==> src/common/mem_macros.svh <==
`ifndef MEM_MACROS_SVH
`define MEM_MACROS_SVH

// Core bus geometry
`define MEM_DATA_W 32
`define MEM_LANES 4

// Word index into the data RAM
`define RAM_ADDR_BITS 10

// Stream port count and the upper address field of their window
`define NUM_STREAMS 5
`define MMIO_BASE 26'h040_0000

// Timer width and the low slice used for the fast interrupt
`define IRQ_CNT_W 16
`define IRQ_FAST_BITS 13

`endif

==> src/common/mem_pkg.sv <==
`include "mem_macros.svh"

package mem_pkg;

  typedef logic [`MEM_DATA_W-1:0] word_t;  // One bus data word
  typedef logic [`MEM_LANES-1:0] strb_t;   // One bit per byte lane
  typedef logic [2:0] port_idx_t;          // Stream port number 0..4

  // Access class picked by the decoder
  typedef enum logic [1:0] {
    REG_RAM,
    REG_TX,
    REG_RX
  } region_e;

  // One address seen as a RAM word pointer or as a stream register
  typedef union packed {
    struct packed {
      logic [`MEM_DATA_W-`RAM_ADDR_BITS-3:0] tag;  // Ignored, RAM is aliased
      logic [`RAM_ADDR_BITS-1:0] index;            // Word index
      logic [1:0] offset;                          // Byte within word
    } ram;
    struct packed {
      logic [25:0] base;    // Must equal MMIO_BASE
      logic [3:0] reg_idx;  // Odd for RX, even for TX
      logic [1:0] offset;   // Byte within word
    } mmio;
  } mem_addr_u;

endpackage

==> src/common/mem_dec_if.sv <==
`timescale 1ns/100ps

`include "mem_macros.svh"

interface mem_dec_if;
  import mem_pkg::*;

  logic access;                          // Valid and not yet answered
  logic first;                           // First cycle of a new valid
  region_e region;                       // RAM, TX or RX
  port_idx_t port;                       // Stream port for TX/RX
  logic [`RAM_ADDR_BITS-1:0] ram_index;  // Word index into RAM
  strb_t wstrb;                          // Byte write strobes
  word_t wdata;                          // Write data

  modport dec (
    output access, first, region, port, ram_index, wstrb, wdata
  );

  modport ram (
    input access, region, ram_index, wstrb, wdata
  );

  modport strm (
    input first, region, port
  );

  modport rsp (
    input access, region, port
  );

endinterface

==> src/stream/stream_ports.sv <==
`timescale 1ns/100ps

`include "mem_macros.svh"

module stream_ports (
  input  logic                    clk,
  input  logic                    resetn,
  mem_dec_if.strm                 strm,
  input  logic [`NUM_STREAMS-1:0] val_in,
  output logic [`NUM_STREAMS-1:0] val_out,
  output logic [`NUM_STREAMS-1:0] ready_upward
);
  import mem_pkg::*;

  for (genvar k = 0; k < `NUM_STREAMS; k++) begin : g_port
    logic port_sel;       // Decoded port matches k
    logic tx_first;       // First cycle of a TX write to k
    logic rx_first;       // First cycle of an RX read of k
    logic [7:0] rd_cnt;   // Reads issued by the core
    logic [7:0] acc_cnt;  // Words accepted upstream
    logic owe_ready;      // A read still needs its ready pulse
    logic upw_q;          // Registered upstream ready

    assign port_sel = (strm.port == port_idx_t'(k));
    assign tx_first = strm.first && (strm.region == REG_TX) && port_sel;
    assign rx_first = strm.first && (strm.region == REG_RX) && port_sel;

    // One-cycle valid pulse on the write, data comes straight from the bus
    assign val_out[k] = tx_first;

    assign owe_ready = (acc_cnt != rd_cnt) && val_in[k];

    always_ff @(posedge clk) begin
      if (!resetn) begin
        rd_cnt <= '0;
      end else if (rx_first) begin
        rd_cnt <= rd_cnt + 8'd1;  // Once per read, not per stall cycle
      end
    end

    always_ff @(posedge clk) begin
      if (!resetn) begin
        acc_cnt <= '0;
        upw_q <= 1'b0;
      end else begin
        upw_q <= owe_ready;  // Pulse while counts differ
        if (owe_ready) begin
          acc_cnt <= acc_cnt + 8'd1;  // Catch up one word
        end
      end
    end

    assign ready_upward[k] = upw_q;
  end

endmodule

==> src/flat_wrapper.sv <==
// flat-port wrapper written by rule: the top's interface ports become plain ports
module stream_ports_flat import mem_pkg::*;
  (clk, resetn, val_in, val_out, ready_upward, strm_first, strm_region, strm_port);
  mem_dec_if strm_i ();
  input  logic clk;
  input  logic resetn;
  input  logic [`NUM_STREAMS-1:0] val_in;
  output logic [`NUM_STREAMS-1:0] val_out;
  output logic [`NUM_STREAMS-1:0] ready_upward;
  input wire logic [$bits(strm_i.first)-1:0] strm_first;
  input wire logic [$bits(strm_i.region)-1:0] strm_region;
  input wire logic [$bits(strm_i.port)-1:0] strm_port;
  assign strm_i.first = strm_first;
  assign strm_i.region = strm_region;
  assign strm_i.port = strm_port;
  stream_ports u_core (.clk(clk), .resetn(resetn), .strm(strm_i), .val_in(val_in), .val_out(val_out), .ready_upward(ready_upward));
endmodule
==> config.mk <==
export PLATFORM = sky130hd
export DESIGN_NAME = stream_ports_flat
export DESIGN_NICKNAME = d
export VERILOG_FILES = /design/src/common/mem_pkg.sv /design/src/common/mem_dec_if.sv /design/src/stream/stream_ports.sv /design/src/flat_wrapper.sv
export VERILOG_INCLUDE_DIRS = /design/src /design/src/common
export SDC_FILE = /design/constraint.sdc
export NUM_CORES = 1
export LEC_CHECK = 0
export BUFFER_PORTS_ARGS = -buffer_cell sky130_fd_sc_hd__buf_2
export CORE_MARGIN = 2
export CORE_UTILIZATION = 55
export CTS_BUF_LIST = sky130_fd_sc_hd__clkbuf_4 sky130_fd_sc_hd__clkbuf_8 sky130_fd_sc_hd__clkbuf_16
export CTS_CLUSTER_SIZE = 30
export DETAILED_ROUTE_END_ITERATION = 8
export GPL_TIMING_DRIVEN = 0
export PLACE_DENSITY = 0.74
export SLEW_MARGIN = 20
export SYNTH_ARGS = -nofsm -noshare
export SYNTH_HDL_FRONTEND = slang
export SYNTH_SLANG_ARGS = --single-unit
==> constraint.sdc <==
create_clock -name clk -period 1.5 [get_ports clk]
set_clock_uncertainty 0.1 [all_clocks]
set_input_delay 0.225 -clock clk [delete_from_list [all_inputs] [get_ports clk]]
set_output_delay 0.225 -clock clk [all_outputs]
set_load 0.005 [all_outputs]
# ---- Word level (Yosys, flattened, before mapping)
# Cells that the tools add are included.
dict set report word_totals {
  rom_bits 0
  mem_count 0
  ram_bits 0
  latch_bits 0
  elab_cells 54
  regBits 85
}
dict set report classes {
  reduce_logical 18
  shifts 0
  addsub 10
  div 0
  n_mul 0
  n_lt_le_gt_ge 0
  n_eq_ne 11
  muxes 0
  bitwise_logic 0
}
# op count
set ops {}
lappend ops {{$add 8x1->8 const B} 10}
lappend ops {{$ne 8x8->1} 5}
lappend ops {{$logic_and 1x1->1} 17}
lappend ops {{$eq 3x2->1 const B} 2}
lappend ops {{$eq 3x1->1 const B} 1}
lappend ops {{$eq 3x3->1 const B} 1}
lappend ops {{$logic_not 3->1} 1}
lappend ops {{$eq 2x1->1 const B} 1}
lappend ops {{$eq 2x2->1 const B} 1}

# ---- Longest topological paths before layout
dict set report logic_depth {
  word_depth 3
  ltp_mapped 7
}

# ---- Least setup slack after synthesis
# Ideal clock, no wire load.
dict set report synth_path {
  path_kind {register to register}
  start {reg u_core.g_port[2].acc_cnt[2]}
  end {reg u_core.g_port[2].acc_cnt[6]}
  path_slack_ns -0.186
  setup_ns 0.070
  stages_incl_launch_ff 8
  arrival_ns 1.516
  path_cell_list {dfxtp_1 -> buf_2 -> xor2_1 -> nor4_1 -> and2_1 -> buf_6 -> or4_1 -> a21oi_1}
}
dict set report synth_via {
  elab_chain_cells 2
  word_cells_on_any_way 3
  cone_classes {add/sub: 1; eq/ne: 1; reduce/logical: 1}
}
# element line_no
set synth_lines {}
lappend synth_lines {{from (decl)} stream_ports.sv:20} ;# logic [7:0] acc_cnt;
lappend synth_lines {{from (signal assigned)} stream_ports.sv:48} ;# acc_cnt <= acc_cnt + 8'd1;
lappend synth_lines {{branches (longest 2 deep; another with $add 8x1->8)} --}
# Several ways; the timed one is not identified.
# A chain may end at the register's enable or synchronous reset.

# ---- Final worst setup path
dict set report layout_path {
  start {reg u_core.g_port[2].rd_cnt[4]}
  end {reg u_core.g_port[2].acc_cnt[6]}
}
dict set report layout_via {
  elab_chain_cells 2
}
# element line_no
set layout_lines {}
lappend layout_lines {{from (decl)} stream_ports.sv:19} ;# logic [7:0] rd_cnt;
lappend layout_lines {{from (signal assigned)} stream_ports.sv:37} ;# rd_cnt <= rd_cnt + 8'd1;
lappend layout_lines {{$ne 8x8->1} stream_ports.sv:31} ;# assign owe_ready = (acc_cnt != rd_cnt) && val_in[k];
lappend layout_lines {{$logic_and 1x1->1} stream_ports.sv:31}
# No other way between the ends.

==> flow_summary.json <==
{
  "rsz0062_at_grt": "true",
  "start_util_pct": 56.3,
  "layout.nets": 592,
  "avgRoutedWirePerCell_um": 16.6,
  "grt_pass1_vias": 3603,
  "setup_tns_ps": -3670,
  "hold_violations": 0,
  "grt_max_degree": 14,
  "avgSynthCellArea_sq_um": 8.66,
  "p_total_mw": 4.04,
  "cts_tree": "yes",
  "clockBufferDepth": 2,
  "syn_inst": 500,
  "p_per_area_nw_per_um2": 712,
  "synth_top_area_share_pct": 39.3,
  "globalRouteTotalUtil_pct": 24.5,
  "dp_hpwl_um": 6410,
  "cp-start-kind": "register",
  "ioPinCount": 23,
  "syn_to_final_growth_pct": 31.0,
  "drive_above_1_share_pct": 39.6,
  "yosysWarnings": 0,
  "yosysMostFrequentCell": "dfxtp_1",
  "max_freq_mhz": 572,
  "ant_nets": 0,
  "first_pass_iters": 7,
  "min_path_type": "in -> reg",
  "synth_area_leader_cell": "dfxtp_1",
  "synthTopCellsByCount": "dfxtp_1 (85), xor2_1 (63), nor2_1 (60)",
  "clock_sinks": 85,
  "netlist_area_sq_um": 4330,
  "maxCapViolCount": 0,
  "fin_crit_ps": 1750,
  "io_buffers": 22,
  "holdBufCountCts": 0,
  "diodes": 0,
  "peakVddDrop_v": 0.000609,
  "ys_ff_latch": 85,
  "setup_ws_ps": -248,
  "crit_required_ps": 1690,
  "status": "finished, violations left",
  "rows": 32,
  "ys_types": 34,
  "die_w_um": 92.7,
  "violations": "negative setup slack",
  "tightest_slew_ps": 597,
  "setup.worst_path.class": "reg -> reg",
  "synth_area_leaders": "dfxtp_1 (39%), xor2_1 (13%), nor2_1 (5.2%), nand2_1 (5.1%), mux2i_1 (4.9%)",
  "setup_violations": 38,
  "clk_pin_slew_ps": 80,
  "dieArea_sq_um": 8600,
  "drt_iter0_markers": 258,
  "gr-total-overflow": 0,
  "numCtsBuffers": 9,
  "drt-vias-per-instance": 5.74,
  "synth_top_flop_cell": "dfxtp_1",
  "arrival_ps": 1940,
  "drcViolationCount": 0,
  "hold_slack_ps": 76.8,
  "synth_edf_count": 0,
  "core_area_sq_um": 7690,
  "syn_nets": 523,
  "synthArstFlopShare_pct": 0,
  "final_cells": 675,
  "clock_latency_ps": 360,
  "antenna_found_initial": 0,
  "place_congestion": 0.823,
  "synth_seq_area_share_pct": 39.3,
  "crit_path_end_kind": "register",
  "critPathMaxFanout": 4,
  "place_inst": 624,
  "power.leakage_nw": 2.55,
  "vias": 3875,
  "clock-root-buffer": "clkbuf_8",
  "h-tree-depth": 3,
  "finalCritPeriodShare_pct": 117,
  "drv_slew": 0,
  "grt_pass1_wl_um": 16900,
  "max-slew-margin-rel_pct": 60.2,
  "worst-r2r-setup-slack_ps": -250,
  "die_h_um": 92.7,
  "wl_um": 11200
}
[worst paths after layout]
| path | from | end | cells after the start |
|---|---|---|---|
| worst max register to register | u_core.g_port[2].rd_cnt[4] | u_core.g_port[2].acc_cnt[6] | 6 |
| worst min register to register | u_core.g_port[3].acc_cnt[7] | u_core.g_port[3].acc_cnt[7] | 2 |
| worst max-delay path | u_core.g_port[2].rd_cnt[4] | u_core.g_port[2].acc_cnt[6] | 6 |
| worst min-delay path | resetn | u_core.g_port[3].acc_cnt[4] | 3 |
[cells in the final DEF (no fill, tap or decap), types with 9 or more instances in the layout]
| cell | instances |
|---|---|
| dfxtp_1 | 16 |
| ha_1 | 10 |
| nand4_1 | 31 |
| xnor2_1 | 13 |
| buf_4 | 45 |
| xor2_1 | 50 |
| and3_1 | 11 |
| dfxtp_4 | 33 |
| nand2b_1 | 21 |
| nand2_1 | 57 |
| buf_2 | 23 |
| a21oi_1 | 11 |
| dfxtp_2 | 36 |
| nor2_1 | 57 |
| clkbuf_8 | 9 |
| mux2i_1 | 21 |
[where the power goes]
group	internal (mW)	switching, mW	total [mW]
registers	2.20	0.00915	2.21
clock network	0.771	0.819	1.59
logic	0.0868	0.149	0.236
total	3.06	0.977	4.04
[timing repair]
| action | in CTS | in global routing |
|---|---|---|
| setup endpoints to repair | 46 | 68 |
| cloned | 4 | 0 |
| resized for setup | 98 | 90 |
| pin swaps | 24 | 32 |
| setup buffers | 22 | 12 |
[metal layers]
layer / up-vias / wire length (um) / track usage [%] / share of wire [%]
met1: 1891 / 4800 / 31.3 / 43
met2: 111 / 5600 / 41.0 / 50
met4: 0 / 257 / 10.2 / 2.3
met5: - / 0 / 0 / 0
met3: 31 / 528 / 4.07 / 4.7
li1: 1842 / - / - / -
[flip-flops by register name, indices dropped and copies added (netlist names)]
signal	count
u_core.g_port.acc_cnt	40
u_core.g_port.rd_cnt	40
u_core.g_port.upw_q	5
[stage by stage]
step	setup WS, ps	util, %	cell area (sq um)
floorplan	-65.9	-	4390
global placement	-374	60.2	4630
detailed placement	-409	60.2	4630
CTS	-183	68.1	5240
global route	-308	73.7	5670
finish	-248	73.7	5670
[kinds of logic after synthesis]
family                   share of synthesized area [%]
XOR/XNOR                                          16.0
flip-flops                                        39.3
adder cells (fa/ha/maj)                           2.89
AO/OA/AOI/OAI                                     5.78
multiplexers                                      4.86
buffers and inverters                             4.02
AND/OR/NAND/NOR                                   27.2
[worst max-delay path, stage by stage (launching register included)]
cell     delay [ps]
dfxtp_4         400
xor2_4          180
nor4_4           80
and2_4          170
buf_2           140
or4_1           440
a21oi_1         150
[cell type report]
class	instances	area, sq um
Tap cell	102	128
Inverter	4	17.5
Timing Repair Buffer	60	404
Clock inverter	5	52.6
Buffer	27	173
Clock buffer	10	131
Multi-Input combinational cell	382	2890
Fill cell	535	2020
Sequential cell	85	1870
(Power assumes the default switching activity.)
