==> src/common/mem_macros.svh <==
`ifndef MEM_MACROS_SVH
`define MEM_MACROS_SVH

// Core bus geometry
`define MEM_DATA_W 32
`define MEM_LANES 4

// Word index into the data RAM
`define RAM_ADDR_BITS 10

// Stream port count and the upper address field of their window
`define NUM_STREAMS 5
`define MMIO_BASE 26'h040_0000

// Timer width and the low slice used for the fast interrupt
`define IRQ_CNT_W 16
`define IRQ_FAST_BITS 13

`endif

==> src/common/mem_pkg.sv <==
`include "mem_macros.svh"

package mem_pkg;

  typedef logic [`MEM_DATA_W-1:0] word_t;  // One bus data word
  typedef logic [`MEM_LANES-1:0] strb_t;   // One bit per byte lane
  typedef logic [2:0] port_idx_t;          // Stream port number 0..4

  // Access class picked by the decoder
  typedef enum logic [1:0] {
    REG_RAM,
    REG_TX,
    REG_RX
  } region_e;

  // One address seen as a RAM word pointer or as a stream register
  typedef union packed {
    struct packed {
      logic [`MEM_DATA_W-`RAM_ADDR_BITS-3:0] tag;  // Ignored, RAM is aliased
      logic [`RAM_ADDR_BITS-1:0] index;            // Word index
      logic [1:0] offset;                          // Byte within word
    } ram;
    struct packed {
      logic [25:0] base;    // Must equal MMIO_BASE
      logic [3:0] reg_idx;  // Odd for RX, even for TX
      logic [1:0] offset;   // Byte within word
    } mmio;
  } mem_addr_u;

endpackage

==> src/common/mem_dec_if.sv <==
`timescale 1ns/100ps

`include "mem_macros.svh"

interface mem_dec_if;
  import mem_pkg::*;

  logic access;                          // Valid and not yet answered
  logic first;                           // First cycle of a new valid
  region_e region;                       // RAM, TX or RX
  port_idx_t port;                       // Stream port for TX/RX
  logic [`RAM_ADDR_BITS-1:0] ram_index;  // Word index into RAM
  strb_t wstrb;                          // Byte write strobes
  word_t wdata;                          // Write data

  modport dec (
    output access, first, region, port, ram_index, wstrb, wdata
  );

  modport ram (
    input access, region, ram_index, wstrb, wdata
  );

  modport strm (
    input first, region, port
  );

  modport rsp (
    input access, region, port
  );

endinterface

==> src/design/bus_response.sv <==
`timescale 1ns/100ps

`include "mem_macros.svh"

module bus_response (
  input  logic                               clk,
  input  logic                               resetn,
  mem_dec_if.rsp                             rsp,
  input  mem_pkg::word_t                     ram_rdata,
  input  logic [`NUM_STREAMS-1:0]            ready_downward,
  input  logic [`NUM_STREAMS-1:0]            val_in,
  input  mem_pkg::word_t [`NUM_STREAMS-1:0]  din,
  output logic                               mem_ready,
  output mem_pkg::word_t                     mem_rdata
);
  import mem_pkg::*;

  logic rd_from_rx;     // Return stream data instead of RAM
  port_idx_t rd_port;   // Stream port to return

  always_ff @(posedge clk) begin
    if (!resetn) begin
      mem_ready <= 1'b0;
      rd_from_rx <= 1'b0;
      rd_port <= '0;
    end else begin
      mem_ready <= 1'b0;  // Single-cycle pulse
      if (rsp.access) begin
        case (rsp.region)
          REG_TX:  mem_ready <= ready_downward[rsp.port];  // Wait for the sink
          REG_RX:  mem_ready <= val_in[rsp.port];          // Wait for the source
          default: mem_ready <= 1'b1;                      // RAM answers next cycle
        endcase
        rd_from_rx <= (rsp.region == REG_RX);
        rd_port <= rsp.port;
      end
    end
  end

  // Selector was set with the ready, so data lines up with it
  assign mem_rdata = rd_from_rx ? din[rd_port] : ram_rdata;

endmodule

==> src/flat_wrapper.sv <==
// flat-port wrapper written by rule: the top's interface ports become plain ports
module bus_response_flat import mem_pkg::*;
  (clk, resetn, ram_rdata, ready_downward, val_in, din, mem_ready, mem_rdata, rsp_access, rsp_region, rsp_port);
  mem_dec_if rsp_i ();
  input  logic clk;
  input  logic resetn;
  input  mem_pkg::word_t ram_rdata;
  input  logic [`NUM_STREAMS-1:0] ready_downward;
  input  logic [`NUM_STREAMS-1:0] val_in;
  input  mem_pkg::word_t [`NUM_STREAMS-1:0] din;
  output logic mem_ready;
  output mem_pkg::word_t mem_rdata;
  input wire logic [$bits(rsp_i.access)-1:0] rsp_access;
  input wire logic [$bits(rsp_i.region)-1:0] rsp_region;
  input wire logic [$bits(rsp_i.port)-1:0] rsp_port;
  assign rsp_i.access = rsp_access;
  assign rsp_i.region = rsp_region;
  assign rsp_i.port = rsp_port;
  bus_response u_core (.clk(clk), .resetn(resetn), .rsp(rsp_i), .ram_rdata(ram_rdata), .ready_downward(ready_downward), .val_in(val_in), .din(din), .mem_ready(mem_ready), .mem_rdata(mem_rdata));
endmodule
==> config.mk <==
export PLATFORM = sky130hd
export DESIGN_NAME = bus_response_flat
export DESIGN_NICKNAME = d
export VERILOG_FILES = /design/src/common/mem_pkg.sv /design/src/common/mem_dec_if.sv /design/src/design/bus_response.sv /design/src/flat_wrapper.sv
export VERILOG_INCLUDE_DIRS = /design/src /design/src/common
export SDC_FILE = /design/constraint.sdc
export NUM_CORES = 1
export LEC_CHECK = 0
export BUFFER_PORTS_ARGS = -buffer_cell sky130_fd_sc_hd__buf_2
export CAP_MARGIN = 20
export CORE_AREA = 2 2 96 98
export DETAILED_ROUTE_END_ITERATION = 16
export DIE_AREA = 0 0 98 100
export HOLD_SLACK_MARGIN = 0.08
export PLACE_DENSITY = 0.6
export SYNTH_ARGS = -nofsm -noshare
export SYNTH_HDL_FRONTEND = slang
export SYNTH_SLANG_ARGS = --single-unit
==> constraint.sdc <==
create_clock -name clk -period 6.1 [get_ports clk]
set_clock_uncertainty 0.1 [all_clocks]
set_input_delay 1.83 -clock clk [delete_from_list [all_inputs] [get_ports clk]]
set_output_delay 1.83 -clock clk [all_outputs]
set_load 0.03 [all_outputs]
# Word-level counts from Yosys, hierarchy flattened
# Index checks and enable logic that the tools add are counted.
[word_totals]
reg_bits = 5
inputBits = 210
output_inout_bits = 33
word_cells = 16
[classes]
n_lt_le_gt_ge = 2
eq_ne = 2
muxes = 8
reduce_logical = 1
[ops]
columns = ["operator", "n"]
rows = [
  ["binary-select mux 32 bit (select 3 bit)", 1],
  ["two-way mux 32 bit", 2],
  ["less-than comparator 3 x 4 -> 1 bit (second input constant)", 2],
  ["binary-select mux 1 bit (select 3 bit)", 2],
  ["== test 2 x 1 -> 1 bit (second input constant)", 1],
  ["== test 2 bit (second input constant)", 1],
  ["two-way mux 1 bit", 2],
  ["one-hot mux 1 bit (2 select lines)", 1],
  ["AND reduction 2 bit", 1],
]

# Depth between registers and ports, before layout
# Gate-level depths: netlist (run 1).
[depth]
ltp_word = 3
mapped_depth = 6
ltp_nobuf = 6

# Worst setup path after synthesis (run 1)
# Ideal clock, no wire load.
[synth_path]
kind = "input-to-output"
startpoint = "input port din[126] (netlist name)"
endpoint = "output port mem_rdata[30]"
arrival_time_ns = 2.733
t_required_ns = 4.170
path_slack_ns = 1.437
stages = 3
cell_sequence = "mux4_2 a221oi_1 nor2_1"
[synth_between]
elab_chain_cells = 3
[synth_lines]
columns = ["item", "line_no", "text"]
rows = [
  ["from (decl)", "flat_wrapper.sv:10", "input mem_pkg::word_t [`NUM_STREAMS-1:0] din;"],
  ["binary-select mux 32 bit (select 3 bit)", "bus_response.sv:41", "assign mem_rdata = rd_from_rx ? din[rd_port] : ram_rdata;"],
  ["two-way mux 32 bit (implied by the code)", "bus_response.sv:41", ""],
  ["two-way mux 32 bit", "bus_response.sv:41", ""],
  ["to (decl)", "flat_wrapper.sv:12", "output mem_pkg::word_t mem_rdata;"],
]
# Every way passes these cells. The select of a mux whose other input is x is not followed.

# Final worst setup path (run 1)
[layout_path]
startpoint = "input port din[113] (netlist name)"
endpoint = "output port mem_rdata[17]"
# Same word-level chain as after synthesis.

==> results of run 1 <==
power by group through the flow:
stage	logic, uW	registers (uW)	clock network, uW
final	228	44.1	60.9
after global placement	225	44.8	0
after floorplan	137	36.6	0
after CTS	230	44.5	62.2
after global routing	245	45.4	64.4
after detailed placement	229	45.0	0
layout make-up:
class                           count  area, um^2
Inverter                            5       18.77
Clock buffer                        4       45.04
Multi-Input combinational cell    151        1614
Tap cell                          111       138.9
Sequential cell                     5       102.6
Timing Repair Buffer              246        1241
Fill cell                         959        5729
worst reg2reg max path, delay by kind of cell, from the launching register on:
family | cells | cell delay, ns
mux | 1 | 0.15
simple gates | 1 | 0.14
flops | 1 | 0.93
metal layers:
| metal | part of all wire | wire [um] | vias up | GRT usage |
|---|---|---|---|---|
| met2 | 0.51 | 4227 | 132 | 0.2750 |
| met3 | 0.082 | 681 | 6 | 0.03412 |
| met5 | 0 | 0 | - | 0 |
| met4 | 0.0017 | 14 | 0 | 0.01816 |
| met1 | 0.41 | 3354 | 1194 | 0.1923 |
| li1 | - | - | 1202 | - |
cell families after synthesis:
kind of cell	after synthesis	share of synthesized area
adder cells (fa/ha/maj)	2	0.01355
multiplexers	38	0.4241
flip-flops	5	0.05420
buffers and inverters	27	0.07520
AND/OR/NAND/NOR	70	0.1511
AO/OA/AOI/OAI	41	0.2818
registers in the layout, indices dropped and copies added, names as in the netlist:
signal,count
u_core.mem_ready,1
u_core.rd_from_rx,1
u_core.rd_port,3
how the worst min path moves through the flow:
| stage | to | slack [ns] | depth (start not counted) |
|---|---|---|---|
| 2_1_floorplan | u_core.rd_port[2] | 0.38 | 2 |
| 3_3_place_gp | u_core.rd_port[2] | 0.43 | 2 |
| 3_5_place_dp | u_core.rd_port[2] | 0.44 | 2 |
| 4_1_cts | u_core.rd_port[2] | 0.47 | 2 |
| 5_1_grt | u_core.rd_port[2] | 0.49 | 2 |
| 6_report | u_core.rd_port[2] | 0.46 | 2 |
per-stage QoR:
stage	cell area [um^2]	util	hold slack [ns]	worst slack, ns	std cells
6_report	3161	0.3555	0.4559	1.208	522
5_1_grt	3161	0.3555	0.4896	1.157	522
4_1_cts	3161	0.3555	0.4651	1.213	522
3_5_place_dp	3115	0.3505	0.4382	1.213	518
3_3_place_gp	3115	0.3505	0.4334	1.230	518
2_1_floorplan	1847	-	0.3826	1.437	183
cell usage in the layout, fill, tap and decap left out:
cell | netlist | final
a21o_1 | 1 | 1
a211o_1 | 1 | 1
mux4_2 | 32 | 32
a31oi_1 | 1 | 1
ha_1 | 2 | 2
mux2_2 | 2 | 2
dfxtp_2 | 0 | 2
a22o_1 | 1 | 1
clkbuf_8 | 0 | 3
a221oi_1 | 5 | 5
nor3_4 | 0 | 1
a21oi_1 | 2 | 2
mux2i_1 | 4 | 4
nor2b_1 | 4 | 4
nor2_1 | 64 | 64
inv_2 | 0 | 1
a22oi_1 | 2 | 2
a221oi_2 | 28 | 28
buf_2 | 6 | 242
nand2_1 | 1 | 1
dfxtp_1 | 5 | 3
clkbuf_1 | 12 | 1
buf_4 | 0 | 4
inv_1 | 5 | 4
==> metrics.cfg, run 1 <==
[synthesis]
seq_area_frac_synth=0.05420
synth_common_cells=nor2_1, mux4_2, a221oi_2
synth_top_cell_area_share=0.3902
syn_avg_cell_area_um2=10.09
syn_area_um2=1847
synth-main-ff-cell=dfxtp_1
synthTopCellsByArea=mux4_2, a221oi_2, nor2_1, dfxtp_1, buf_6
ys_ff_latch=5
synth_largest_area_cell=mux4_2
yosys_warnings=0
netlist_instances=183
synth-edff-count=0
synth.most_common_cell=nor2_1
synthDistinctLibCells=21
ys_async_sr_fraction=0
syn_nets=395

[grt]
grt_pass1_wl_um=12250
grt_start_max_net_pins=35
track_usage=0.1524
grt_pass1_vias=2526
grt-ovfl-total=0
antenna_found_initial=0

[clock_network]
htree_num_levels=1
cts_resized=0
cts_tree=yes
post_cts_buffers=0
clkLatencyLatePin_ns=0.22
cts.path.max_buffers=2
cts_hold_buf=0
clock-sinks=5
cts_buffers=3
clkTransAtPathRegs_ns=0.03
root_buffer=clkbuf_8

[cells_and_area]
nets=624
num_antenna_cells=0
area_growth_pct=71.14
drive_above_1_share=0.7664

[critical_path]
crit_chain=buf_2 > mux4_2 > a221oi_2 > nor2_1 > buf_2
rr_endpoint=u_core.rd_port[1]
worstSetupEndpointType=output pin
start_kind=primary input
path_buf_inv=2
crit_path_start=din[113]
r2r_setup_slack_ns=4.71
critPathMaxFanout=1
critPathKind=primary input to output pin
endpoint=mem_rdata[17]
required_ns=4.17
r2r_start=u_core.rd_port[1]
critPathMaxStageDelay_ns=0.49
cp_common_cell=buf_2
cp.arrival_ns=2.96
r2r.worst_path.cells=2
cp_top_family=multiplexers
cp.depth=5
crit_path_top_delay_cell=mux4_2

[drt]
ant_nets=0
wirelength_um=8277
drc_errors=0
dr.pass1.iters=4
drt_iter0_markers=65
vias=2534
drt-vias-per-instance=4.854
avgRoutedWirePerCell_um=15.86

[timing]
period_share=0.8020
setup_viol=0
final.setup.tns_ns=0
slew_headroom=0.3678
rsz0062_at_grt=false
hold_violations=0
slew_violations=0
worstMarginPinSlew_ns=0.9470
timing.fmax_mhz=204.4
period_minus_slack_ns=4.892

[placed_design]
hpwl_um=6832
gp_congestion=0.8095
io_buffers=242

[pwr]
p_clk_frac=0.183
power_uw=333.3
p_per_area_nw_per_um2=105.4
internal_power_uw=192.9
leakagePower_uw=0.001564
combPwrFrac=0.685
peakVddDrop_uv=149.2
switching_share=0.4212
power.switching_uw=140.4
seqPwrFrac=0.132

[floorplan]
core_um2=8890
start_util=0.2077
dieHeight_um=100
die-width_um=98
rows=35
die_area_um2=9800
io_pins=243

[min_path]
hp-class=flip-flop to flip-flop
hp-start=u_core.rd_port[2]

[status]
outcome=completed

[run]
drv_cap=0

Power figures use the tool's default switching activity.
==> run 2, diff against run 1 <==
Settings changed: CORE_AREA 2 2 96 98 to 2 2 94 96, DIE_AREA 0 0 98 100 to 0 0 96 98, PLACE_DENSITY 0.6 to 0.62.
Clock period 6.1 ns to 4.65 ns, I/O delays scaled along.
==> metrics.cfg, run 2 (same netlist as run 1, synthesis figures left out) <==
[grt]
track_usage=0.1661
grt_pass1_vias=2659
grt_start_max_net_pins=35
antenna_found_initial=1
grt_pass1_wl_um=12540
grt-ovfl-total=0

[clock_network]
cts_hold_buf=0
htree_num_levels=1
clkLatencyLatePin_ns=0.22
clkTransAtPathRegs_ns=0.03
root_buffer=clkbuf_8
clock-sinks=5
cts_tree=yes
cts_resized=0
cts.path.max_buffers=2
post_cts_buffers=0
cts_buffers=3

[cells_and_area]
final_common_cell=buf_2
largest_reg_flops=3
drive_above_1_share=0.7681
largest-register=u_core.rd_port
area_growth_pct=72.97
nets=627
top_regs=u_core.rd_port (3), u_core.mem_ready (1), u_core.rd_from_rx (1)
mostFrequentLayoutCells=buf_2, nor2_1, mux4_2

[timing]
hold_violations=0
rsz0062_at_grt=false
fin_ws_ns=0.5390
setup_viol=0
worstMarginPinSlew_ns=0.7751
timing.fmax_mhz=243.3
whs_ns=0.4392
final.setup.tns_ns=0
slew_violations=0
period_share=0.8841
slew_headroom=0.4827
period_minus_slack_ns=4.111

[pwr]
leakagePower_uw=0.001585
switching_share=0.4195
combPwrFrac=0.698
power.switching_uw=184.5
p_clk_frac=0.179
seqPwrFrac=0.123
peakVddDrop_uv=198.7
internal_power_uw=255.3
p_per_area_nw_per_um2=137.7

[run]
drv_cap=0

[floorplan]
die_area_um2=9408
die-width_um=96
dieHeight_um=98
io_pins=243
rows=34
start_util=0.2181
core_um2=8466

[drt]
drt-vias-per-instance=4.885
ant_nets=0
drt_iter0_markers=64
vias=2555
drc_errors=0
dr.pass1.iters=4
wirelength_um=8507
avgRoutedWirePerCell_um=16.27

[critical_path]
r2r_setup_slack_ns=3.57
cp.arrival_ns=2.62
critPathMaxFanout=1
crit_chain=buf_2 > mux4_2 > a221oi_1 > nor2_1 > buf_2
critPathMaxStageDelay_ns=0.44
crit_path_top_delay_cell=mux4_2
required_ns=3.15
cp_common_cell=buf_2
start_kind=primary input
worstSetupEndpointType=output pin
critPathKind=primary input to output pin

[min_path]
hp-class=flip-flop to flip-flop

[placed_design]
pre_cts_slack_ns=0.5312
hpwl_um=7203
gp_congestion=0.8263
io_buffers=242

[status]
outcome=completed

==> run 2: cell count changes in the layout (fill, tap and decap cells not counted) <==
cell	previous run	this run
diode_2	0	1
buf_12	0	1
buf_4	4	6
==> run 2: metrics by stage <==
step	util	std cells	area (um^2)	power (uW)
after floorplan	-	183	1847	227.9
after global placement	0.3717	518	3147	357.6
after detailed placement	0.3717	518	3147	363.2
after CTS	0.3770	522	3192	444.3
after global routing	0.3773	523	3194	472.9
final	0.3773	523	3194	439.7
==> run 2: cell type report <==
class / instances / area (um^2)
Fill cell: 908 / 5271
Sequential cell: 5 / 102.6
Multi-Input combinational cell: 151 / 1614
Clock buffer: 4 / 45.04
Timing Repair Buffer: 249 / 1276
Inverter: 5 / 18.77
Tap cell: 108 / 135.1
Antenna cell: 1 / 2.502
==> run 2: power by group through the flow <==
stage | registers [uW] | clock network (uW) | logic (uW)
floorplan | 48.0 | 0 | 180
global placement | 54.8 | 0 | 303
detailed placement | 55.0 | 0 | 308
CTS | 54.3 | 81.1 | 309
global route | 55.1 | 86.4 | 331
finish | 53.9 | 78.6 | 307
==> run 2: worst paths after layout <==
check / cells after the start / from / endpoint
setup reg to reg: 2 / u_core.rd_port[1] / u_core.rd_port[1]
setup / recovery: 5 / din[64] / mem_rdata[0]
hold / removal: 2 / u_core.rd_port[2] / u_core.rd_port[2]
hold reg to reg: 2 / u_core.rd_port[2] / u_core.rd_port[2]
==> run 2: metal layers <==
| layer | routed length, um | global-route usage | up-vias | part of all wire |
|---|---|---|---|---|
| met5 | 0 | 0 | - | 0 |
| met4 | 63 | 0.02967 | 0 | 0.0074 |
| met3 | 740 | 0.02855 | 6 | 0.087 |
| met2 | 4387 | 0.3114 | 145 | 0.52 |
| met1 | 3316 | 0.1949 | 1200 | 0.39 |
| li1 | - | - | 1204 | - |
==> run 2: worst max-delay path, delay by kind of cell <==
| kind | cells | cell delay (ns) |
|---|---|---|
| buffers and inverters | 2 | 0.29 |
| multiplexers | 1 | 0.44 |
| AND/OR/NAND/NOR | 1 | 0.07 |
| AO/OA/AOI/OAI | 1 | 0.42 |
