### src/common/mem_macros.svh
`ifndef MEM_MACROS_SVH
`define MEM_MACROS_SVH

// Core bus geometry
`define MEM_DATA_W 32
`define MEM_LANES 4

// Word index into the data RAM
`define RAM_ADDR_BITS 10

// Stream port count and the upper address field of their window
`define NUM_STREAMS 5
`define MMIO_BASE 26'h040_0000

// Timer width and the low slice used for the fast interrupt
`define IRQ_CNT_W 16
`define IRQ_FAST_BITS 13

`endif

### src/common/mem_pkg.sv
`include "mem_macros.svh"

package mem_pkg;

  typedef logic [`MEM_DATA_W-1:0] word_t;  // One bus data word
  typedef logic [`MEM_LANES-1:0] strb_t;   // One bit per byte lane
  typedef logic [2:0] port_idx_t;          // Stream port number 0..4

  // Access class picked by the decoder
  typedef enum logic [1:0] {
    REG_RAM,
    REG_TX,
    REG_RX
  } region_e;

  // One address seen as a RAM word pointer or as a stream register
  typedef union packed {
    struct packed {
      logic [`MEM_DATA_W-`RAM_ADDR_BITS-3:0] tag;  // Ignored, RAM is aliased
      logic [`RAM_ADDR_BITS-1:0] index;            // Word index
      logic [1:0] offset;                          // Byte within word
    } ram;
    struct packed {
      logic [25:0] base;    // Must equal MMIO_BASE
      logic [3:0] reg_idx;  // Odd for RX, even for TX
      logic [1:0] offset;   // Byte within word
    } mmio;
  } mem_addr_u;

endpackage

### src/common/mem_dec_if.sv
`timescale 1ns/100ps

`include "mem_macros.svh"

interface mem_dec_if;
  import mem_pkg::*;

  logic access;                          // Valid and not yet answered
  logic first;                           // First cycle of a new valid
  region_e region;                       // RAM, TX or RX
  port_idx_t port;                       // Stream port for TX/RX
  logic [`RAM_ADDR_BITS-1:0] ram_index;  // Word index into RAM
  strb_t wstrb;                          // Byte write strobes
  word_t wdata;                          // Write data

  modport dec (
    output access, first, region, port, ram_index, wstrb, wdata
  );

  modport ram (
    input access, region, ram_index, wstrb, wdata
  );

  modport strm (
    input first, region, port
  );

  modport rsp (
    input access, region, port
  );

endinterface

### src/design/mem_decode.sv
`timescale 1ns/100ps

`include "mem_macros.svh"

module mem_decode (
  input  logic            clk,
  input  logic            resetn,
  input  logic            mem_valid,
  input  mem_pkg::word_t  mem_addr,
  input  mem_pkg::word_t  mem_wdata,
  input  mem_pkg::strb_t  mem_wstrb,
  input  logic            mem_ready,
  mem_dec_if.dec          dec
);
  import mem_pkg::*;

  mem_addr_u addr_view;  // Same address in RAM and MMIO form
  logic valid_q;         // mem_valid one cycle ago
  logic mmio_hit;        // Inside the stream register window
  logic [3:0] idx;       // Stream register index

  assign addr_view = mem_addr;
  assign idx = addr_view.mmio.reg_idx;

  // Only aligned words in the window are stream registers
  assign mmio_hit = (addr_view.mmio.base == `MMIO_BASE) && (addr_view.mmio.offset == 2'b00);

  always_ff @(posedge clk) begin
    if (!resetn) begin
      valid_q <= 1'b0;
    end else begin
      valid_q <= mem_valid;  // History for edge detect
    end
  end

  always_comb begin
    dec.region = REG_RAM;  // Default falls through to RAM
    dec.port = '0;
    if (mmio_hit) begin
      if (idx[0] && (idx <= 4'd9)) begin
        dec.region = REG_RX;  // 1,3,5,7,9 -> ports 0..4
        dec.port = port_idx_t'(idx[3:1]);
      end else if (!idx[0] && (idx >= 4'd2) && (idx <= 4'd10)) begin
        dec.region = REG_TX;  // 2,4,6,8,10 -> ports 0..4
        dec.port = port_idx_t'(idx[3:1] - 3'd1);
      end
    end
  end

  // Shared qualifiers for the execute and result stages
  assign dec.access = mem_valid && !mem_ready;
  assign dec.first = mem_valid && !valid_q;  // Rising edge of valid

  // Payload passes through for the RAM
  assign dec.ram_index = addr_view.ram.index;
  assign dec.wstrb = mem_wstrb;
  assign dec.wdata = mem_wdata;

endmodule

### src/flat_wrapper.sv
// flat-port wrapper written by rule: the top's interface ports become plain ports
module mem_decode_flat import mem_pkg::*;
  (clk, resetn, mem_valid, mem_addr, mem_wdata, mem_wstrb, mem_ready, dec_access, dec_first, dec_region, dec_port, dec_ram_index, dec_wstrb, dec_wdata);
  mem_dec_if dec_i ();
  input  logic clk;
  input  logic resetn;
  input  logic mem_valid;
  input  mem_pkg::word_t mem_addr;
  input  mem_pkg::word_t mem_wdata;
  input  mem_pkg::strb_t mem_wstrb;
  input  logic mem_ready;
  output wire logic [$bits(dec_i.access)-1:0] dec_access;
  output wire logic [$bits(dec_i.first)-1:0] dec_first;
  output wire logic [$bits(dec_i.region)-1:0] dec_region;
  output wire logic [$bits(dec_i.port)-1:0] dec_port;
  output wire logic [$bits(dec_i.ram_index)-1:0] dec_ram_index;
  output wire logic [$bits(dec_i.wstrb)-1:0] dec_wstrb;
  output wire logic [$bits(dec_i.wdata)-1:0] dec_wdata;
  assign dec_access = dec_i.access;
  assign dec_first = dec_i.first;
  assign dec_region = dec_i.region;
  assign dec_port = dec_i.port;
  assign dec_ram_index = dec_i.ram_index;
  assign dec_wstrb = dec_i.wstrb;
  assign dec_wdata = dec_i.wdata;
  mem_decode u_core (.clk(clk), .resetn(resetn), .mem_valid(mem_valid), .mem_addr(mem_addr), .mem_wdata(mem_wdata), .mem_wstrb(mem_wstrb), .mem_ready(mem_ready), .dec(dec_i));
endmodule
### config.mk
export PLATFORM = sky130hd
export DESIGN_NAME = mem_decode_flat
export DESIGN_NICKNAME = d
export VERILOG_FILES = /design/src/common/mem_pkg.sv /design/src/common/mem_dec_if.sv /design/src/design/mem_decode.sv /design/src/flat_wrapper.sv
export VERILOG_INCLUDE_DIRS = /design/src /design/src/common
export SDC_FILE = /design/constraint.sdc
export NUM_CORES = 1
export LEC_CHECK = 0
export BUFFER_PORTS_ARGS = -buffer_cell sky130_fd_sc_hd__buf_4
export CAP_MARGIN = 0
export CORE_MARGIN = 4
export CORE_UTILIZATION = 26
export DETAILED_ROUTE_END_ITERATION = 7
export PLACE_DENSITY = 0.95
export SYNTH_ARGS = -nofsm -noshare
export SYNTH_HDL_FRONTEND = slang
export SYNTH_SLANG_ARGS = --single-unit
### constraint.sdc
create_clock -name clk -period 2.05 [get_ports clk]
set_clock_uncertainty 0.2 [all_clocks]
set_input_delay 0.3075 -clock clk [delete_from_list [all_inputs] [get_ports clk]]
set_output_delay 0.3075 -clock clk [all_outputs]
set_load 0.05 [all_outputs]
# Word level (Yosys, flattened, before mapping)
# Cells that the tools add are included.
dict set report word_totals {
  ff_bits 1
  in_bits 72
  output_inout_bits 53
  word_cells 22
}
dict set report op_classes {
  n_addsub 1
  magnitude_cmp 3
  n_eq_ne 1
  mux 6
  n_reduce_logical 10
}
# cell n
set op_table {}
lappend op_table {{equality test 26 x 23 -> 1 bit, second input constant} 1}
lappend op_table {{2-to-1 mux 3 bit} 3}
lappend op_table {{<= comparator 4 bit, second input constant} 2}
lappend op_table {{logical AND 1 bit} 6}
lappend op_table {{>= comparator 4 x 2 -> 1 bit, second input constant} 1}
lappend op_table {{2-to-1 mux 2 bit} 2}
lappend op_table {{zero test 1 bit} 3}
lappend op_table {{subtractor 3 x 1 -> 3 bit, second input constant} 1}
lappend op_table {{zero test 2 bit} 1}
lappend op_table {{2-to-1 mux 1 bit} 1}

# Longest topological paths before layout
# Gate-level depths: netlist of run 1.
dict set report depth {
  ltp_word 6
  ltp_mapped 5
  depth_no_buf 5
}

# Worst setup path after synthesis of run 1
# No wires, ideal clock.
dict set report synth_timing {
  kind {input to output}
  start {input port mem_addr[16]}
  end {output port dec_port[2]}
  arrival_time_ns 2.002
  t_required_ns 1.542
  path_slack_ns -0.460
  stages 3
  n_path_buf 0
  path_cell_list {nor4_1 > nand4_1 > a211oi_1}
}
dict set report synth_between {
  elab_chain_len 3
}
# item line
set synth_lines {}
lappend synth_lines {{from (decl)} flat_wrapper.sv:8} ;# input mem_pkg::word_t mem_addr;
lappend synth_lines {{equality test 26 x 23 -> 1 bit (no line)} --}
lappend synth_lines {{logical AND 1 bit} mem_decode.sv:26} ;# assign mmio_hit = (addr_view.mmio.base == `MMIO_BASE) && (addr_view.mmio.offset == 2'b00);
lappend synth_lines {{2-to-1 mux 3 bit} mem_decode.sv:39} ;# if (mmio_hit) begin
lappend synth_lines {{to (decl)} flat_wrapper.sv:15} ;# output wire logic [$bits(dec_i.port)-1:0] dec_port;
# No other way between the ends.

# Worst setup path in the final report of run 1
dict set report layout_timing {
  start {input port mem_addr[4]}
  end {output port dec_port[0]}
}
dict set report layout_between {
  elab_chain_len 6
  elab_cells_between_ends 9
  cone_classes {order compare (3); mux (3); reduce/logical (3)}
}
# item line
set layout_lines {}
lappend layout_lines {{>= comparator 4 x 2 -> 1 bit} mem_decode.sv:43} ;# end else if (!idx[0] && (idx >= 4'd2) && (idx <= 4'd10)) begin
lappend layout_lines {{logical AND 1 bit (2 in series)} mem_decode.sv:43}
lappend layout_lines {{2-to-1 mux 3 bit} mem_decode.sv:43}
lappend layout_lines {{2-to-1 mux 3 bit (*)} mem_decode.sv:40} ;# if (idx[0] && (idx <= 4'd9)) begin
lappend layout_lines {{2-to-1 mux 3 bit (*)} mem_decode.sv:39}
# Mark *: on every way between the ends. The rest lies on a longest branch, timed or not.

==> impl_metrics.toml, run 1 <==
[cells_and_area]
fillers = 235
drive_above_1_share_pct = 77.3
nNetsFinal = 173
regArea_um2 = 20.0
top_register = "u_core.valid_q"
syn_to_final_growth_pct = 44.9
n_antenna_cell = 0
top_regs = "u_core.valid_q (1)"
final_util_pct = 39.2
multi_input_area_um2 = 310
largest_reg_flops = 1

[floorplan]
die_area_um2 = 3110
coreArea_um2 = 2190
rows = 17
die_h_um = 55.8
ios = 125
die_x_um = 55.8
start_util_pct = 27.1

[drt]
drtIter0Drc = 2
wl_per_cell_um = 14.0
ant_nets = 0
via_count = 561
via_per_inst = 4.49
drc = 0
wl_um = 1750
dr.pass1.iters = 3

[synth]
syn_area_um2 = 593
synth_top_cell_by_area = "buf_4"
ys_async_sr_fraction_pct = 0
syn_nets = 156
synth_top_area_share_pct = 58.2
yosysWarningCount = 0
yosysSeqAreaShare_pct = 3.38
synthCells = 82
synth-edff-count = 0
synth_area_leaders = "buf_4 (58%), nor4_1 (6.3%), ha_1 (4.2%)"
netlist_top_cells_count = "buf_4 (46), nor4_1 (6), nor3_1 (4)"
synth-main-ff-cell = "dfxtp_1"
synth_cell_types = 22
synth_seq_cells = 1
synth_most_common_cell = "buf_4"
syn_avg_cell_area_um2 = 7.23

[global_route]
overflow = 0
grt_pass1_wl_um = 2660
antenna_found_initial = 0
grt_max_degree = 8
grt_pass1_vias = 595
grt_util_all_layers_pct = 10.0

[timing]
drv_slew = 0
grt_setup_unrepaired = "yes"
setup_viol_count_final = 0
fin_ws_ns = 0.0211
post-route-min-period_ns = 2.03
max_freq_ghz = 0.493
slew_headroom_pct = 75.9
finalHoldViolCount = 0
fin_crit_sh_pct = 99.0
tightest_slew_ns = 0.356

[worst_setup_path]
end_kind = "primary output"
crit_arrival_ns = 1.52
slowest_stage = "or4_4"
slowest_delay_ns = 0.53
cp_max_fo = 4
path_class = "in2out"
critPathLaunchType = "primary input"
worstPathCellList = "buf_8, inv_4, ha_4, or4_4, a31oi_4, nor3_2, buf_6"
cp.required_ns = 1.54

[run]
drv_cap = 0

[placement]
dp_hpwl_um = 1460
dpl_worst_slack_ns = -0.0210
gp_congestion = 0.745
io_buffers = 52

[power]
finalPower_w = 0.000201
power.density_nw_per_um2 = 234
peakVddDrop_v = 0.000178
power.leakage_nw = 0.395

[status]
status = "completed"

[worst_hold_path]
hold_path.class = "in2reg"
holdPathStages = 2
min_to = "u_core.valid_q$_SDFF_PN0_"
min_from = "resetn"

[clock_network]
hold_buffers = 0
path_clk_slew_ns = 0
## per-stage QoR
step / TNS, ns / cells / hold WS [ns] / cell area, um2
CTS: 0 / 123 / 0.330 / 743
finish: 0 / 125 / 0.326 / 860
floorplan: -1.50 / 82 / 0.229 / 598
global placement: -0.0442 / 123 / 0.324 / 731
detailed placement: -0.0210 / 123 / 0.330 / 731
global route: -0.00740 / 125 / 0.352 / 860
## what timing repair did
item | 4_1_cts | 5_1_grt
setup buffers | 0 | 2
setup endpoints to repair | 1 | 5
pin swaps | 1 | 9
gates resized for setup | 2 | 22
cloned | 0 | 0
## per-layer routing
layer / global-route usage, % / vias to the layer above / wire length, um
li1: - / 268 / -
met3: 2.55 / 16 / 197
met5: 0 / - / 0
met4: 4.51 / 0 / 84
met1: 10.7 / 233 / 598
met2: 18.2 / 44 / 867
## worst max-delay path by stage
stage	from	end	slack, ns	cells past startpoint
2_1_floorplan	mem_addr[16]	dec_port[0]	-0.38	3
3_3_place_gp	mem_addr[8]	dec_port[0]	-0.04	6
3_5_place_dp	mem_addr[8]	dec_port[0]	-0.02	6
4_1_cts	mem_addr[3]	dec_port[2]	0.01	8
5_1_grt	mem_addr[4]	dec_port[0]	-0.007	7
6_report	mem_addr[4]	dec_port[0]	0.02	7
## critical path: cells and delay by family
family | cells | cell delay [ns]
fa+ha+maj | 1 | 0.15
simple gates | 2 | 0.60
buf+inv | 3 | 0.27
compound gates | 1 | 0.19
## kinds of logic after synthesis
group | count (synthesis) | share of synthesized area, %
buffers and inverters | 49 | 60.1
adder cells (fa/ha/maj) | 2 | 4.22
AO/OA/AOI/OAI | 6 | 6.54
flip-flops | 1 | 3.38
multiplexers | 1 | 1.69
AND/OR/NAND/NOR | 23 | 24.1
## cell usage in the layout, fill, tap and decap left out, types with 2 or more instances in the layout
cell,synthesis,final
nand3_1,2,2
nor3_2,0,2
buf_6,0,4
nor2b_1,2,2
nand2_1,2,2
nor4_4,0,2
buf_4,46,56
nor4_1,6,4
nor3_1,4,2
a31oi_4,0,2
## power breakdown
group / switching (W) / internal [W] / leakage [nW]
sequential: 0.000000255 / 0.0000209 / 0.00834
clock: 0 / 0 / 0
combinational: 0.0000929 / 0.0000869 / 0.387
## cell type report
class	instances	share of cell area, %
Inverter	3	1.60
Multi-Input combinational cell	32	36.1
Tap cell	28	4.08
Sequential cell	1	2.33
Timing Repair Buffer	61	55.9
No activity file was read; power rests on OpenSTA's default activity.
==> run 2, diff against run 1 <==
--- a/config.mk
+++ b/config.mk
@@ -6,10 +6,12 @@
 export SDC_FILE = /design/constraint.sdc
 export NUM_CORES = 1
 export LEC_CHECK = 0
+export ABC_AREA = 1
 export BUFFER_PORTS_ARGS = -buffer_cell sky130_fd_sc_hd__buf_4
 export CAP_MARGIN = 0
 export CORE_MARGIN = 4
-export CORE_UTILIZATION = 26
+export CORE_UTILIZATION = 29
+export CTS_CLUSTER_SIZE = 28
 export DETAILED_ROUTE_END_ITERATION = 7
 export PLACE_DENSITY = 0.95
 export SYNTH_ARGS = -nofsm -noshare
==> run 2 against run 1 <==
Net effect: sequential share of layout area increased by 0.19 points; design area down 7.4%; first-iteration DRC count rose to 3.5 times the previous value; core utilization fell by 4.3 points; sequential power barely moved; area after synthesis increased by 21%; via count is 5.9% higher; wire length decreased by 22%; setup slack improved by 0.18 ns; fmax rose by 10%; highest routed layer unchanged.
==> impl_metrics.toml, run 2 <==
[synth]
synth_top_area_share_pct = 48.3
yosysSeqAreaShare_pct = 2.80
syn_area_um2 = 716
synth_most_common_cell = "buf_4"
synth_cell_types = 16
synthCells = 116
synth-main-ff-cell = "dfxtp_1"
synth_area_leaders = "buf_4 (48%), nand2_1 (9.4%), inv_1 (8.4%)"
netlist_top_cells_count = "buf_4 (46), nand2_1 (18), inv_1 (16)"
synth-edff-count = 0
synth_seq_cells = 1
synth_top_cell_by_area = "buf_4"
yosysWarningCount = 0
syn_avg_cell_area_um2 = 6.17
ys_async_sr_fraction_pct = 0
syn_nets = 190

[power]
intPower_w = 0.0000935
combPwrFrac_pct = 88.4
seq_power_share_pct = 11.6
power.density_nw_per_um2 = 228
power.leakage_nw = 0.456
p_clk_share_pct = 0
peakVddDrop_v = 0.000200
power_switching_share_pct = 48.5
power_switching_w = 0.0000880

[placement]
io_buffers = 52
dpl_worst_slack_ns = 0.209
gp_congestion = 0.834
dp_hpwl_um = 1260

[timing]
finalHoldViolCount = 0
fin_crit_sh_pct = 90.0
slew_headroom_pct = 87.1
tightest_slew_ns = 0.193
hold_slack_ns = 0.294
grt_setup_unrepaired = "no"
drv_slew = 0
setup_viol_count_final = 0
post-route-min-period_ns = 1.84
finalSetupTns_ns = 0
max_freq_ghz = 0.542
fin_ws_ns = 0.206

[drt]
wl_um = 1370
ant_nets = 0
dr.pass1.iters = 4
drtIter0Drc = 7
via_count = 594
wl_per_cell_um = 9.10
drc = 0
via_per_inst = 3.96

[worst_hold_path]
holdPathStages = 3
hold_path.class = "in2reg"

[clock_network]
hold_buffers = 0
cts_resized = 0
path_clk_slew_ns = 0
cts_setup_buffers = 0

[floorplan]
die_x_um = 57.7
die_h_um = 57.7
ios = 125
die_area_um2 = 3330
rows = 17
coreArea_um2 = 2280
start_util_pct = 31.4

[cells_and_area]
fillers = 249
mostFrequentLayoutCells = "buf_4 (52), nand2_1 (18), inv_1 (16), nor2_1 (15), nor2_2 (4)"
largest_reg_flops = 1
nNetsFinal = 198
drive_above_1_share_pct = 53.3
top_regs = "u_core.valid_q (1)"
final_common_cell = "buf_4"
syn_to_final_growth_pct = 11.2
top_register = "u_core.valid_q"
n_antenna_cell = 0

[worst_setup_path]
crit_family = "buffers and inverters"
critPathLaunchType = "primary input"
slowest_delay_ns = 0.21
cp_num_cells = 8
end_kind = "primary output"
cp.required_ns = 1.54
worstPathCellList = "buf_4, inv_1, ha_1, inv_1, a31oi_4, nand2_1, a21oi_2, buf_4"
path_class = "in2out"
cp_max_fo = 5
crit_arrival_ns = 1.34
worst-path-buf-inv = 4
slowest_stage = "a31oi_4"

[status]
status = "completed"

[global_route]
grt_pass1_vias = 512
antenna_found_initial = 0
overflow = 0
grt_max_degree = 6
grt_pass1_wl_um = 2070
grt_util_all_layers_pct = 7.12

[run]
drv_cap = 0
[run 2: cell count changes after synthesis, moves of 3 or more]
cell	delta
nor2_2	+4
nor2_1	+14
inv_1	+13
inv_2	+3
nor3_1	-4
nand2_1	+16
nor4_1	-6
[run 2: through the flow]
step           cell area [um2]  total power [W]  cells  utilization, %
3_5_place_dp               796         0.000183    150            35.0
6_report                   796         0.000182    150            35.0
5_1_grt                    796         0.000195    150            35.0
4_1_cts                    796         0.000183    150            35.0
2_1_floorplan              716         0.000307    116               -
3_3_place_gp               796         0.000181    150            35.0
[run 2: worst paths after layout]
kind,start,endpoint
max,mem_addr[4],dec_port[0]
min,resetn,u_core.valid_q$_SDFF_PN0_
[run 2: final cells by class]
class                   count  area [um2]  share of cell area, %
multi-input cells          50         279                   35.1
flip-flops and latches      1        20.0                   2.52
well taps                  28        35.0                   4.40
repair buffers             52         390                   49.1
inverters                  19        71.3                   8.96
[run 2: logic make-up (layout without fill, tap and decap cells)]
logic type                 after synthesis  count (layout)  synth area share [%]
adders and majority gates                2               2                  3.50
buffers and inverters                   65              71                  58.2
and+or+nand+nor                         44              44                  28.3
AOI/OAI and AO/OA                        4               4                  7.17
DFF                                      1               1                  2.80
[run 2: worst min-delay path, delay by kind of cell]
family / cells / cell delay, ns
simple gates: 1 / 0.04
buf+inv: 2 / 0.11
[run 2: metal layers]
metal  global-route usage [%]  up-vias  wire (um)
li1                         -      306          -
met5                        0        -          0
met2                     13.1       44        675
met3                     2.00        2        238
met1                     8.07      242        433
met4                     1.66        0         19
[run 2: power groups by stage]
stage | registers (W) | logic (W) | clock network, W
after floorplan | 0.0000211 | 0.000286 | 0
after global placement | 0.0000211 | 0.000160 | 0
after detailed placement | 0.0000212 | 0.000162 | 0
after CTS | 0.0000212 | 0.000162 | 0
after global routing | 0.0000213 | 0.000174 | 0
final | 0.0000212 | 0.000160 | 0
